==> config.mk <==
export PLATFORM = sky130hd
export DESIGN_NAME = eeprom_ctrl_top
export DESIGN_NICKNAME = d
export VERILOG_FILES = /design/src/verilog/eeprom_pkg.sv /design/src/verilog/eeprom_ctrl_top.sv /design/src/verilog/eeprom_sequencer.sv /design/src/verilog/i2c_byte_rx.sv /design/src/verilog/i2c_byte_tx.sv
export VERILOG_INCLUDE_DIRS = /design/src /design/src/include
export SDC_FILE = /design/constraint.sdc
export NUM_CORES = 1
export LEC_CHECK = 0
export BUFFER_PORTS_ARGS = -buffer_cell sky130_fd_sc_hd__buf_2
export CELL_PAD_IN_SITES_DETAIL_PLACEMENT = 1
export CELL_PAD_IN_SITES_GLOBAL_PLACEMENT = 2
export CORE_MARGIN = 2
export CORE_UTILIZATION = 38
export CTS_CLUSTER_DIAMETER = 60
export DETAILED_ROUTE_END_ITERATION = 8
export GPL_ROUTABILITY_DRIVEN = 0
export PLACE_DENSITY = 0.82
export SLEW_MARGIN = 20
export SYNTH_ARGS = -nofsm -noshare
export SYNTH_HDL_FRONTEND = slang
export SYNTH_SLANG_ARGS = --single-unit
==> constraint.sdc <==
create_clock -name CLK -period 2.69 [get_ports CLK]
set_input_delay 0.4035 -clock CLK [delete_from_list [all_inputs] [get_ports CLK]]
set_output_delay 0.4035 -clock CLK [all_outputs]
set_load 0.02 [all_outputs]
==> src/include/eeprom_settings.svh <==
`ifndef EEPROM_SETTINGS_SVH
`define EEPROM_SETTINGS_SVH

// device type code, upper nibble of every control byte
`define EEPROM_DEVICE_CODE 4'b1010

// CLK cycles per quarter of a serial bit
`define I2C_QUARTER_CLKS 2

// 2K bytes, high three address bits go in the control byte
`define EEPROM_ADDR_BITS 11
`define EEPROM_MEM_BYTES 2048

`endif
==> src/verilog/eeprom_pkg.sv <==
`include "eeprom_settings.svh"

package eeprom_pkg;

    typedef logic [`EEPROM_ADDR_BITS-1:0] eeprom_addr_t;
    typedef logic [7:0] eeprom_byte_t;

    // one engine's drive of the bus, 1 = pull low
    typedef struct packed {
        logic scl_low;
        logic sda_low;
    } i2c_line_t;

    typedef enum logic [1:0] {
        TX_START,   // also used for repeated start
        TX_BYTE,
        TX_STOP
    } tx_cmd_e;

    typedef enum logic [3:0] {
        S_IDLE,
        S_START,
        S_CTRL_W,
        S_WADDR,
        S_DATA,
        S_RESTART,
        S_CTRL_R,
        S_READ,
        S_STOP
    } seq_state_e;

    typedef struct packed {
        logic         nack;
        eeprom_byte_t rd_data;
    } eeprom_result_t;

endpackage

==> src/verilog/eeprom_ctrl_top.sv <==
module eeprom_ctrl_top
(
    input  logic                     CLK,
    input  logic                     RESET,
    input  logic                     wr,
    input  logic                     rd,
    input  eeprom_pkg::eeprom_addr_t addr,
    input  eeprom_pkg::eeprom_byte_t wr_data,
    output eeprom_pkg::eeprom_byte_t rd_data,
    output logic                     done,
    output logic                     nack,
    output logic                     busy,
    output logic                     scl_pull,
    output logic                     sda_pull,
    input  logic                     sda_in
);
    import eeprom_pkg::*;

    logic           tx_go;
    tx_cmd_e        tx_cmd;
    eeprom_byte_t   tx_byte;
    logic           tx_done;
    logic           tx_acked;
    i2c_line_t      tx_line;
    logic           rx_go;
    logic           rx_last;
    logic           rx_done;
    eeprom_byte_t   rx_byte;
    i2c_line_t      rx_line;
    i2c_line_t      bus_line;
    eeprom_result_t result;

    eeprom_sequencer u_seq
    (
        .CLK      (CLK),
        .RESET    (RESET),
        .wr       (wr),
        .rd       (rd),
        .addr     (addr),
        .wr_data  (wr_data),
        .tx_done  (tx_done),
        .tx_acked (tx_acked),
        .tx_line  (tx_line),
        .rx_done  (rx_done),
        .rx_byte  (rx_byte),
        .rx_line  (rx_line),
        .tx_go    (tx_go),
        .tx_cmd   (tx_cmd),
        .tx_byte  (tx_byte),
        .rx_go    (rx_go),
        .rx_last  (rx_last),
        .bus_line (bus_line),
        .result   (result),
        .done     (done),
        .busy     (busy)
    );

    i2c_byte_tx u_tx
    (
        .CLK     (CLK),
        .RESET   (RESET),
        .go      (tx_go),
        .cmd     (tx_cmd),
        .tx_byte (tx_byte),
        .sda_in  (sda_in),
        .line    (tx_line),
        .done    (tx_done),
        .acked   (tx_acked)
    );

    i2c_byte_rx u_rx
    (
        .CLK     (CLK),
        .RESET   (RESET),
        .go      (rx_go),
        .last    (rx_last),
        .sda_in  (sda_in),
        .line    (rx_line),
        .done    (rx_done),
        .rx_byte (rx_byte)
    );

    assign rd_data  = result.rd_data;
    assign nack     = result.nack;
    assign scl_pull = bus_line.scl_low;
    assign sda_pull = bus_line.sda_low;

endmodule

==> src/verilog/eeprom_sequencer.sv <==
`include "eeprom_settings.svh"

module eeprom_sequencer
(
    input  logic                       CLK,
    input  logic                       RESET,
    input  logic                       wr,
    input  logic                       rd,
    input  eeprom_pkg::eeprom_addr_t   addr,
    input  eeprom_pkg::eeprom_byte_t   wr_data,
    input  logic                       tx_done,
    input  logic                       tx_acked,
    input  eeprom_pkg::i2c_line_t      tx_line,
    input  logic                       rx_done,
    input  eeprom_pkg::eeprom_byte_t   rx_byte,
    input  eeprom_pkg::i2c_line_t      rx_line,
    output logic                       tx_go,
    output eeprom_pkg::tx_cmd_e        tx_cmd,
    output eeprom_pkg::eeprom_byte_t   tx_byte,
    output logic                       rx_go,
    output logic                       rx_last,
    output eeprom_pkg::i2c_line_t      bus_line,
    output eeprom_pkg::eeprom_result_t result,
    output logic                       done,
    output logic                       busy
);
    import eeprom_pkg::*;

    seq_state_e   state;
    logic         is_read;
    eeprom_addr_t req_addr;
    eeprom_byte_t req_data;
    logic         rx_sel;   // rx engine owns the bus

    // device code, block bits, direction
    function automatic eeprom_byte_t ctrl_byte(eeprom_addr_t a, logic rd_bit);
        return {`EEPROM_DEVICE_CODE, a[`EEPROM_ADDR_BITS-1:8], rd_bit};
    endfunction

    always_ff @(posedge CLK)
    begin
        if (RESET)
        begin
            state   <= S_IDLE;
            is_read <= 1'b0;
            tx_go   <= 1'b0;
            tx_cmd  <= TX_START;
            rx_go   <= 1'b0;
            rx_last <= 1'b0;
            result  <= '0;
            done    <= 1'b0;
            busy    <= 1'b0;
        end
        else
        begin
            tx_go <= 1'b0;
            rx_go <= 1'b0;
            done  <= 1'b0;
            case (state)
                S_IDLE:
                    if (wr || rd)
                    begin
                        is_read <= ~wr;     // write wins if both
                        busy    <= 1'b1;
                        result  <= '0;
                        tx_go   <= 1'b1;
                        tx_cmd  <= TX_START;
                        state   <= S_START;
                    end
                S_START:
                    if (tx_done)
                    begin
                        tx_go  <= 1'b1;
                        tx_cmd <= TX_BYTE;
                        state  <= S_CTRL_W;
                    end
                S_CTRL_W, S_WADDR:
                    if (tx_done)
                    begin
                        tx_go <= 1'b1;
                        if (!tx_acked)
                        begin
                            result.nack <= 1'b1;
                            tx_cmd      <= TX_STOP;
                            state       <= S_STOP;
                        end
                        else if (state == S_CTRL_W)
                        begin
                            tx_cmd <= TX_BYTE;
                            state  <= S_WADDR;
                        end
                        else if (is_read)
                        begin
                            tx_cmd <= TX_START;
                            state  <= S_RESTART;
                        end
                        else
                        begin
                            tx_cmd <= TX_BYTE;
                            state  <= S_DATA;
                        end
                    end
                S_DATA:
                    if (tx_done)
                    begin
                        result.nack <= ~tx_acked;
                        tx_go       <= 1'b1;
                        tx_cmd      <= TX_STOP;
                        state       <= S_STOP;
                    end
                S_RESTART:
                    if (tx_done)
                    begin
                        tx_go  <= 1'b1;
                        tx_cmd <= TX_BYTE;
                        state  <= S_CTRL_R;
                    end
                S_CTRL_R:
                    if (tx_done)
                    begin
                        if (!tx_acked)
                        begin
                            result.nack <= 1'b1;
                            tx_go       <= 1'b1;
                            tx_cmd      <= TX_STOP;
                            state       <= S_STOP;
                        end
                        else
                        begin
                            rx_go   <= 1'b1;
                            rx_last <= 1'b1;    // single byte, master nack
                            state   <= S_READ;
                        end
                    end
                S_READ:
                    if (rx_done)
                    begin
                        result.rd_data <= rx_byte;
                        tx_go          <= 1'b1;
                        tx_cmd         <= TX_STOP;
                        state          <= S_STOP;
                    end
                S_STOP:
                    if (tx_done)
                    begin
                        done  <= 1'b1;
                        busy  <= 1'b0;
                        state <= S_IDLE;
                    end
                default:
                    state <= S_IDLE;
            endcase
        end
    end

    always_ff @(posedge CLK)
    begin
        if (state == S_IDLE && (wr || rd))
        begin
            req_addr <= addr;
            req_data <= wr_data;
        end
    end

    // valid while tx_go is high
    always_comb
    begin
        case (state)
            S_CTRL_W: tx_byte = ctrl_byte(req_addr, 1'b0);
            S_WADDR:  tx_byte = req_addr[7:0];
            S_DATA:   tx_byte = req_data;
            S_CTRL_R: tx_byte = ctrl_byte(req_addr, 1'b1);
            default:  tx_byte = '0;
        endcase
    end

    // switch owner when the engine takes the go, so the held line never glitches
    always_ff @(posedge CLK)
    begin
        if (RESET)
            rx_sel <= 1'b0;
        else if (rx_go)
            rx_sel <= 1'b1;
        else if (tx_go)
            rx_sel <= 1'b0;
    end

    assign bus_line = rx_sel ? rx_line : tx_line;

endmodule

==> src/verilog/i2c_byte_rx.sv <==
`include "eeprom_settings.svh"

module i2c_byte_rx
(
    input  logic                     CLK,
    input  logic                     RESET,
    input  logic                     go,
    input  logic                     last,
    input  logic                     sda_in,
    output eeprom_pkg::i2c_line_t    line,
    output logic                     done,
    output eeprom_pkg::eeprom_byte_t rx_byte
);
    import eeprom_pkg::*;

    localparam int Q  = `I2C_QUARTER_CLKS;
    localparam int QW = (Q > 1) ? $clog2(Q) : 1;

    logic          active;
    logic          last_q;
    logic [QW-1:0] qcnt;
    logic [1:0]    phase;
    logic [3:0]    bitn;
    logic          q_end;

    assign q_end = (qcnt == QW'(Q - 1));

    function automatic i2c_line_t line_for(logic [1:0] ph, logic [3:0] bn, logic lst);
        i2c_line_t l;
        l.scl_low = (ph == 2'd0) || (ph == 2'd3);
        l.sda_low = (bn == 4'd8) && !lst;   // ack unless last byte
        return l;
    endfunction

    always_ff @(posedge CLK)
    begin
        if (RESET)
        begin
            active <= 1'b0;
            last_q <= 1'b0;
            qcnt   <= '0;
            phase  <= 2'd0;
            bitn   <= 4'd0;
            line   <= '0;
            done   <= 1'b0;
        end
        else
        begin
            done <= 1'b0;
            if (!active)
            begin
                if (go)
                begin
                    active <= 1'b1;
                    last_q <= last;
                    qcnt   <= '0;
                    phase  <= 2'd0;
                    bitn   <= 4'd0;
                    line   <= line_for(2'd0, 4'd0, last);
                end
            end
            else if (q_end)
            begin
                qcnt <= '0;
                if (phase != 2'd3)
                begin
                    phase <= phase + 2'd1;
                    line  <= line_for(phase + 2'd1, bitn, last_q);
                end
                else if (bitn != 4'd8)
                begin
                    phase <= 2'd0;
                    bitn  <= bitn + 4'd1;
                    line  <= line_for(2'd0, bitn + 4'd1, last_q);
                end
                else
                begin
                    active <= 1'b0;
                    done   <= 1'b1;
                end
            end
            else
                qcnt <= qcnt + QW'(1);
        end
    end

    // sample each data bit mid scl high
    always_ff @(posedge CLK)
    begin
        if (active && q_end && phase == 2'd1 && bitn != 4'd8)
            rx_byte <= {rx_byte[6:0], sda_in};
    end

endmodule

==> src/verilog/i2c_byte_tx.sv <==
`include "eeprom_settings.svh"

module i2c_byte_tx
(
    input  logic                     CLK,
    input  logic                     RESET,
    input  logic                     go,
    input  eeprom_pkg::tx_cmd_e      cmd,
    input  eeprom_pkg::eeprom_byte_t tx_byte,
    input  logic                     sda_in,
    output eeprom_pkg::i2c_line_t    line,
    output logic                     done,
    output logic                     acked
);
    import eeprom_pkg::*;

    localparam int Q  = `I2C_QUARTER_CLKS;
    localparam int QW = (Q > 1) ? $clog2(Q) : 1;

    logic          active;
    tx_cmd_e       cmd_q;
    logic [QW-1:0] qcnt;
    logic [1:0]    phase;   // quarter within the bit
    logic [3:0]    bitn;    // 8 is the ack bit
    eeprom_byte_t  shreg;
    logic          q_end;

    assign q_end = (qcnt == QW'(Q - 1));

    // line drive for a given quarter of a symbol
    function automatic i2c_line_t line_for(tx_cmd_e c, logic [1:0] ph, logic [3:0] bn,
                                           logic b);
        i2c_line_t l;
        l.scl_low = (ph == 2'd0) || (ph == 2'd3);
        case (c)
            TX_START:
                l.sda_low = ph[1];  // sda falls while scl high
            TX_STOP:
            begin
                l.scl_low = (ph == 2'd0);
                l.sda_low = ~ph[1]; // sda rises while scl high
            end
            default:
                l.sda_low = (bn == 4'd8) ? 1'b0 : ~b;
        endcase
        return l;
    endfunction

    always_ff @(posedge CLK)
    begin
        if (RESET)
        begin
            active <= 1'b0;
            cmd_q  <= TX_START;
            qcnt   <= '0;
            phase  <= 2'd0;
            bitn   <= 4'd0;
            line   <= '0;
            done   <= 1'b0;
            acked  <= 1'b0;
        end
        else
        begin
            done <= 1'b0;
            if (!active)
            begin
                if (go)
                begin
                    active <= 1'b1;
                    cmd_q  <= cmd;
                    qcnt   <= '0;
                    phase  <= 2'd0;
                    bitn   <= 4'd0;
                    line   <= line_for(cmd, 2'd0, 4'd0, tx_byte[7]);
                end
            end
            else if (q_end)
            begin
                qcnt <= '0;
                // middle of scl high in the ninth bit
                if (phase == 2'd1 && cmd_q == TX_BYTE && bitn == 4'd8)
                    acked <= ~sda_in;
                if (phase != 2'd3)
                begin
                    phase <= phase + 2'd1;
                    line  <= line_for(cmd_q, phase + 2'd1, bitn, shreg[7]);
                end
                else if (cmd_q == TX_BYTE && bitn != 4'd8)
                begin
                    phase <= 2'd0;
                    bitn  <= bitn + 4'd1;
                    line  <= line_for(cmd_q, 2'd0, bitn + 4'd1, shreg[6]);
                end
                else
                begin
                    active <= 1'b0;     // line holds its last value
                    done   <= 1'b1;
                end
            end
            else
                qcnt <= qcnt + QW'(1);
        end
    end

    always_ff @(posedge CLK)
    begin
        if (!active && go)
            shreg <= tx_byte;
        else if (active && q_end && phase == 2'd3)
            shreg <= {shreg[6:0], 1'b0};  // msb first
    end

endmodule

==> summary by stage <==
Critical path
The standard cell with the maximum stage delay on the critical path is dfxtp_1. For this run, the slowest stage of the critical path takes 0.83 ns. The worst setup path is captured at a flip-flop. The required time at the endpoint of the critical path is 2.97 ns. The critical path buffer and inverter count is 0. The register-to-register setup slack is 0.53 ns. Data on the critical path arrives at its endpoint at 2.44 ns. The kind of cell with the highest combined delay along the critical path is flip-flops.

The sort of element at the start of the critical path is a flip-flop. Along the worst path, the maximum fanout reaches 22. By startpoint and endpoint, the worst setup path is classified as reg2reg. Traced cell by cell, the critical path runs through nand2_1, nor3_4, a21o_2, nand3_1, a21oi_1.

Cells and area
Cells with a size suffix above 1 make up 18.1% of the layout. The count of non-filler cells in the finished layout is 536. The final core utilization is 44.0%. After routing the design area is 4230 um^2.

The total number of nets in the final design is 431. The relative area change from synthesis to final layout is 14.3%. 0 antenna diodes ended up in the layout.

GRT
In the global route stage, met2 resource usage came out at 26.5%. The met3 global-route usage is 3.25%. The initial antenna violation count was 0. Entering global routing, the biggest net connects 38 pins.

For this run the aggregate overflow at the end of global routing stands at 0. The routing usage on met1 is 23.0%. met2 is the most crowded layer. Global routing used 16.8% of the available tracks across all layers.

The via count of the first global-routing pass was 2699. The global-route wire length before repair is 13600 um.

Logic synthesis
In the synthesized netlist the dominant register cell turns out to be dfxtp_1. The number of distinct library cell variants in the gate-level netlist after synthesis is 56. The number of instances in the synthesized netlist is 365.

Synthesis produced a netlist with a net count of 398. The portion of synthesized cell area occupied by the leading cell type is 28.4%. The cell area that synthesis handed to floorplanning was 3700 um^2.

After synthesis, the share of flip-flops with an asynchronous set or reset is 0%. The number of flops mapped to enable cells by yosys is 35. The number of flip-flops and latches in the synthesized netlist is 83. After synthesis, the mean cell area works out to 10.1 um^2. After synthesis, the cell types taking the most area are edfxtp_1, dfxtp_1, a21oi_1. The cell type contributing the most total cell area after synthesis is edfxtp_1. Sequential elements use 54.4% of the synthesized area. Yosys printed 0 warnings.

Timing
Final hold analysis gives a worst-case slack of 0.221 ns. Headroom to the max-slew limit came out at 48.0%. The least setup slack across all paths after layout is 0.532 ns.

Setup total negative slack on the finished layout was measured at 0 ns. The worst path in the final design needs a cycle of 2.16 ns, including I/O delays and setup. The upper clock frequency limit is 463 MHz. The hold violation count in the final report was 0.

The max-slew violation total from the final report is 0. The actual transition at the worst max-transition pin is 0.778 ns. The final worst clock skew is 0.0131 ns. The number of failing setup endpoints in the final timing report is 0. Of the available clock period, the critical path in the final layout requires 80.2%. Setup repair after global routing left no endpoint under its margin.

CTS
The total clock sinks is 83. The number of hold buffers added after CTS was 0. The tree is rooted in a clkbuf_8. After clock tree synthesis, the clock-pin slew on the worst setup and hold paths is 0.09 ns. The later pin in the worst-skew pair is clocked with a latency of 0.35 ns.

The H-tree level count is 3. The post-cts sizing count is 0. TritonCTS built the clock tree. The number of CTS-inserted buffers is 9. The clock passes through at most 2 buffers. The setup fix buffers added after clock tree synthesis is 0.

Worst hold path
The min-delay analysis places its worst path in the category in2reg.

Run status
The flow ran to the end, and the final reports show no timing, DRC or antenna violations.

Die
The die covers 10500 um^2. The horizontal die dimension is 103 um. The number of rows created at floorplan is 36. The region available for standard cell placement spans 9590 um^2. The I/O pin count is 37.

The chip height is 103 um. Once the floorplan was initialized, standard cells occupied 38.5% of the core.

Drt
The initial detailed-routing violation count is 126. The total wire length is 8300 um. The number of remaining DRC errors is 0. The detailed router placed 2793 vias in this run.

Dividing the detail-routed via count by the number of cells gives 5.21. After detailed routing, the average wire length per cell comes to 15.5 um. The first-pass detailed-route iteration total is 4. The detail route stage leaves a number of antenna-violating nets equal to 0.

Pwr
In this run the power density over the cells is 652 nW/um^2. The highest ir drop seen on vdd is 0.326 mV. After layout, the design draws a total of 2.75 mW. The standby leakage power is 1.47 nW.

Placement
In this run, placement finished with an instance count of 520. The placed instances occupy a cell area of 4000 um^2. Once detailed placement completed, the half-perimeter wirelength came to 5910 um. The count of buffers inserted at the top-level ports is 36.

At the placement stage, the worst setup path has a slack of 0.590 ns.

Job
The tool flagged a number of max-cap violations equal to 0.
## sequential cells by signal, summed over array words and instances (netlist names), 2 cells and up
signal / flops
u_seq.state: 4
u_tx.phase: 2
u_rx.bitn: 4
u_tx.shreg: 8
u_rx.phase: 2
u_seq.req_data: 8
u_seq.result: 9
u_tx.cmd_q: 2
u_seq.req_addr: 11
u_tx.line: 2
u_seq.tx_cmd: 2
u_tx.bitn: 4
u_rx.rx_byte: 8
u_rx.line: 2
## layout by cell type (no fill, tap or decap), types with 8 or more instances in the layout
master    count
dfxtp_1      48
nor2_1       38
buf_2        36
edfxtp_1     35
a21oi_1      34
nand2_1      33
nand3_1      18
inv_1        15
nor3_1       10
ha_1          9
clkbuf_8      9
a211oi_1      8
## cells by family (layout without fill, tap and decap cells)
logic type      count (synthesis)  count (layout)  synth area share [%]
simple gates                  132             132                  17.9
compound gates                 90              90                  16.5
flops                          83              83                  54.4
buf+inv                        35              73                  3.76
mux                            11              11                  3.15
fa+ha+maj                       9               9                  3.05
xor+xnor                        5               5                  1.18
## area by class of cell
type,count,area [um^2]
Clock buffer,9,124
Clock inverter,7,98.8
Fill cell,1100,5370
Inverter,16,60.1
Multi-Input combinational cell,247,1550
Sequential cell,83,2010
Tap cell,133,166
Timing Repair Buffer,41,218
## worst paths after layout
path                                      start                 to  depth (start not counted)
worst max-delay path             u_seq.state[2]    u_seq.result[6]                          5
worst min-delay path                 wr_data[3]  u_seq.req_data[3]                          1
worst min register to register  u_seq.result[5]    u_seq.result[5]                          2
worst max register to register   u_seq.state[2]    u_seq.result[6]                          5
## Yosys cell counts, types with 2 or more instances
cell	n
o21ai_1	3
a31oi_1	3
mux2_2	5
xnor2_1	4
a311oi_1	4
o211ai_1	4
buf_1	2
nor2b_1	5
nand2_1	33
inv_1	15
o21a_1	2
edfxtp_1	35
a22o_1	7
or3_1	2
nand4_1	2
nand3_1	18
ha_1	9
a21oi_1	34
nand3b_1	3
and3b_1	2
nor3_1	10
o21ai_0	6
a221oi_1	3
a211oi_1	8
nor3_2	3
mux2i_1	6
clkbuf_1	11
nor2_1	38
nand4b_1	2
dfxtp_1	48
nand2b_1	7
a32o_1	2
buf_2	6
## power by group
group          switching [mW]  internal, mW  total [mW]
logic                   0.175         0.106       0.281
clock network           0.479         0.530        1.01
registers              0.0577          1.41        1.46
## layer usage
metal / share of wire (%) / vias to the layer above / wire length [um]
met5: 0 / - / 0
met2: 46 / 44 / 3780
met3: 2.6 / 11 / 214
met4: 1.4 / 0 / 115
met1: 50 / 1341 / 4190
li1: - / 1397 / -
(Power assumes the default switching activity.)
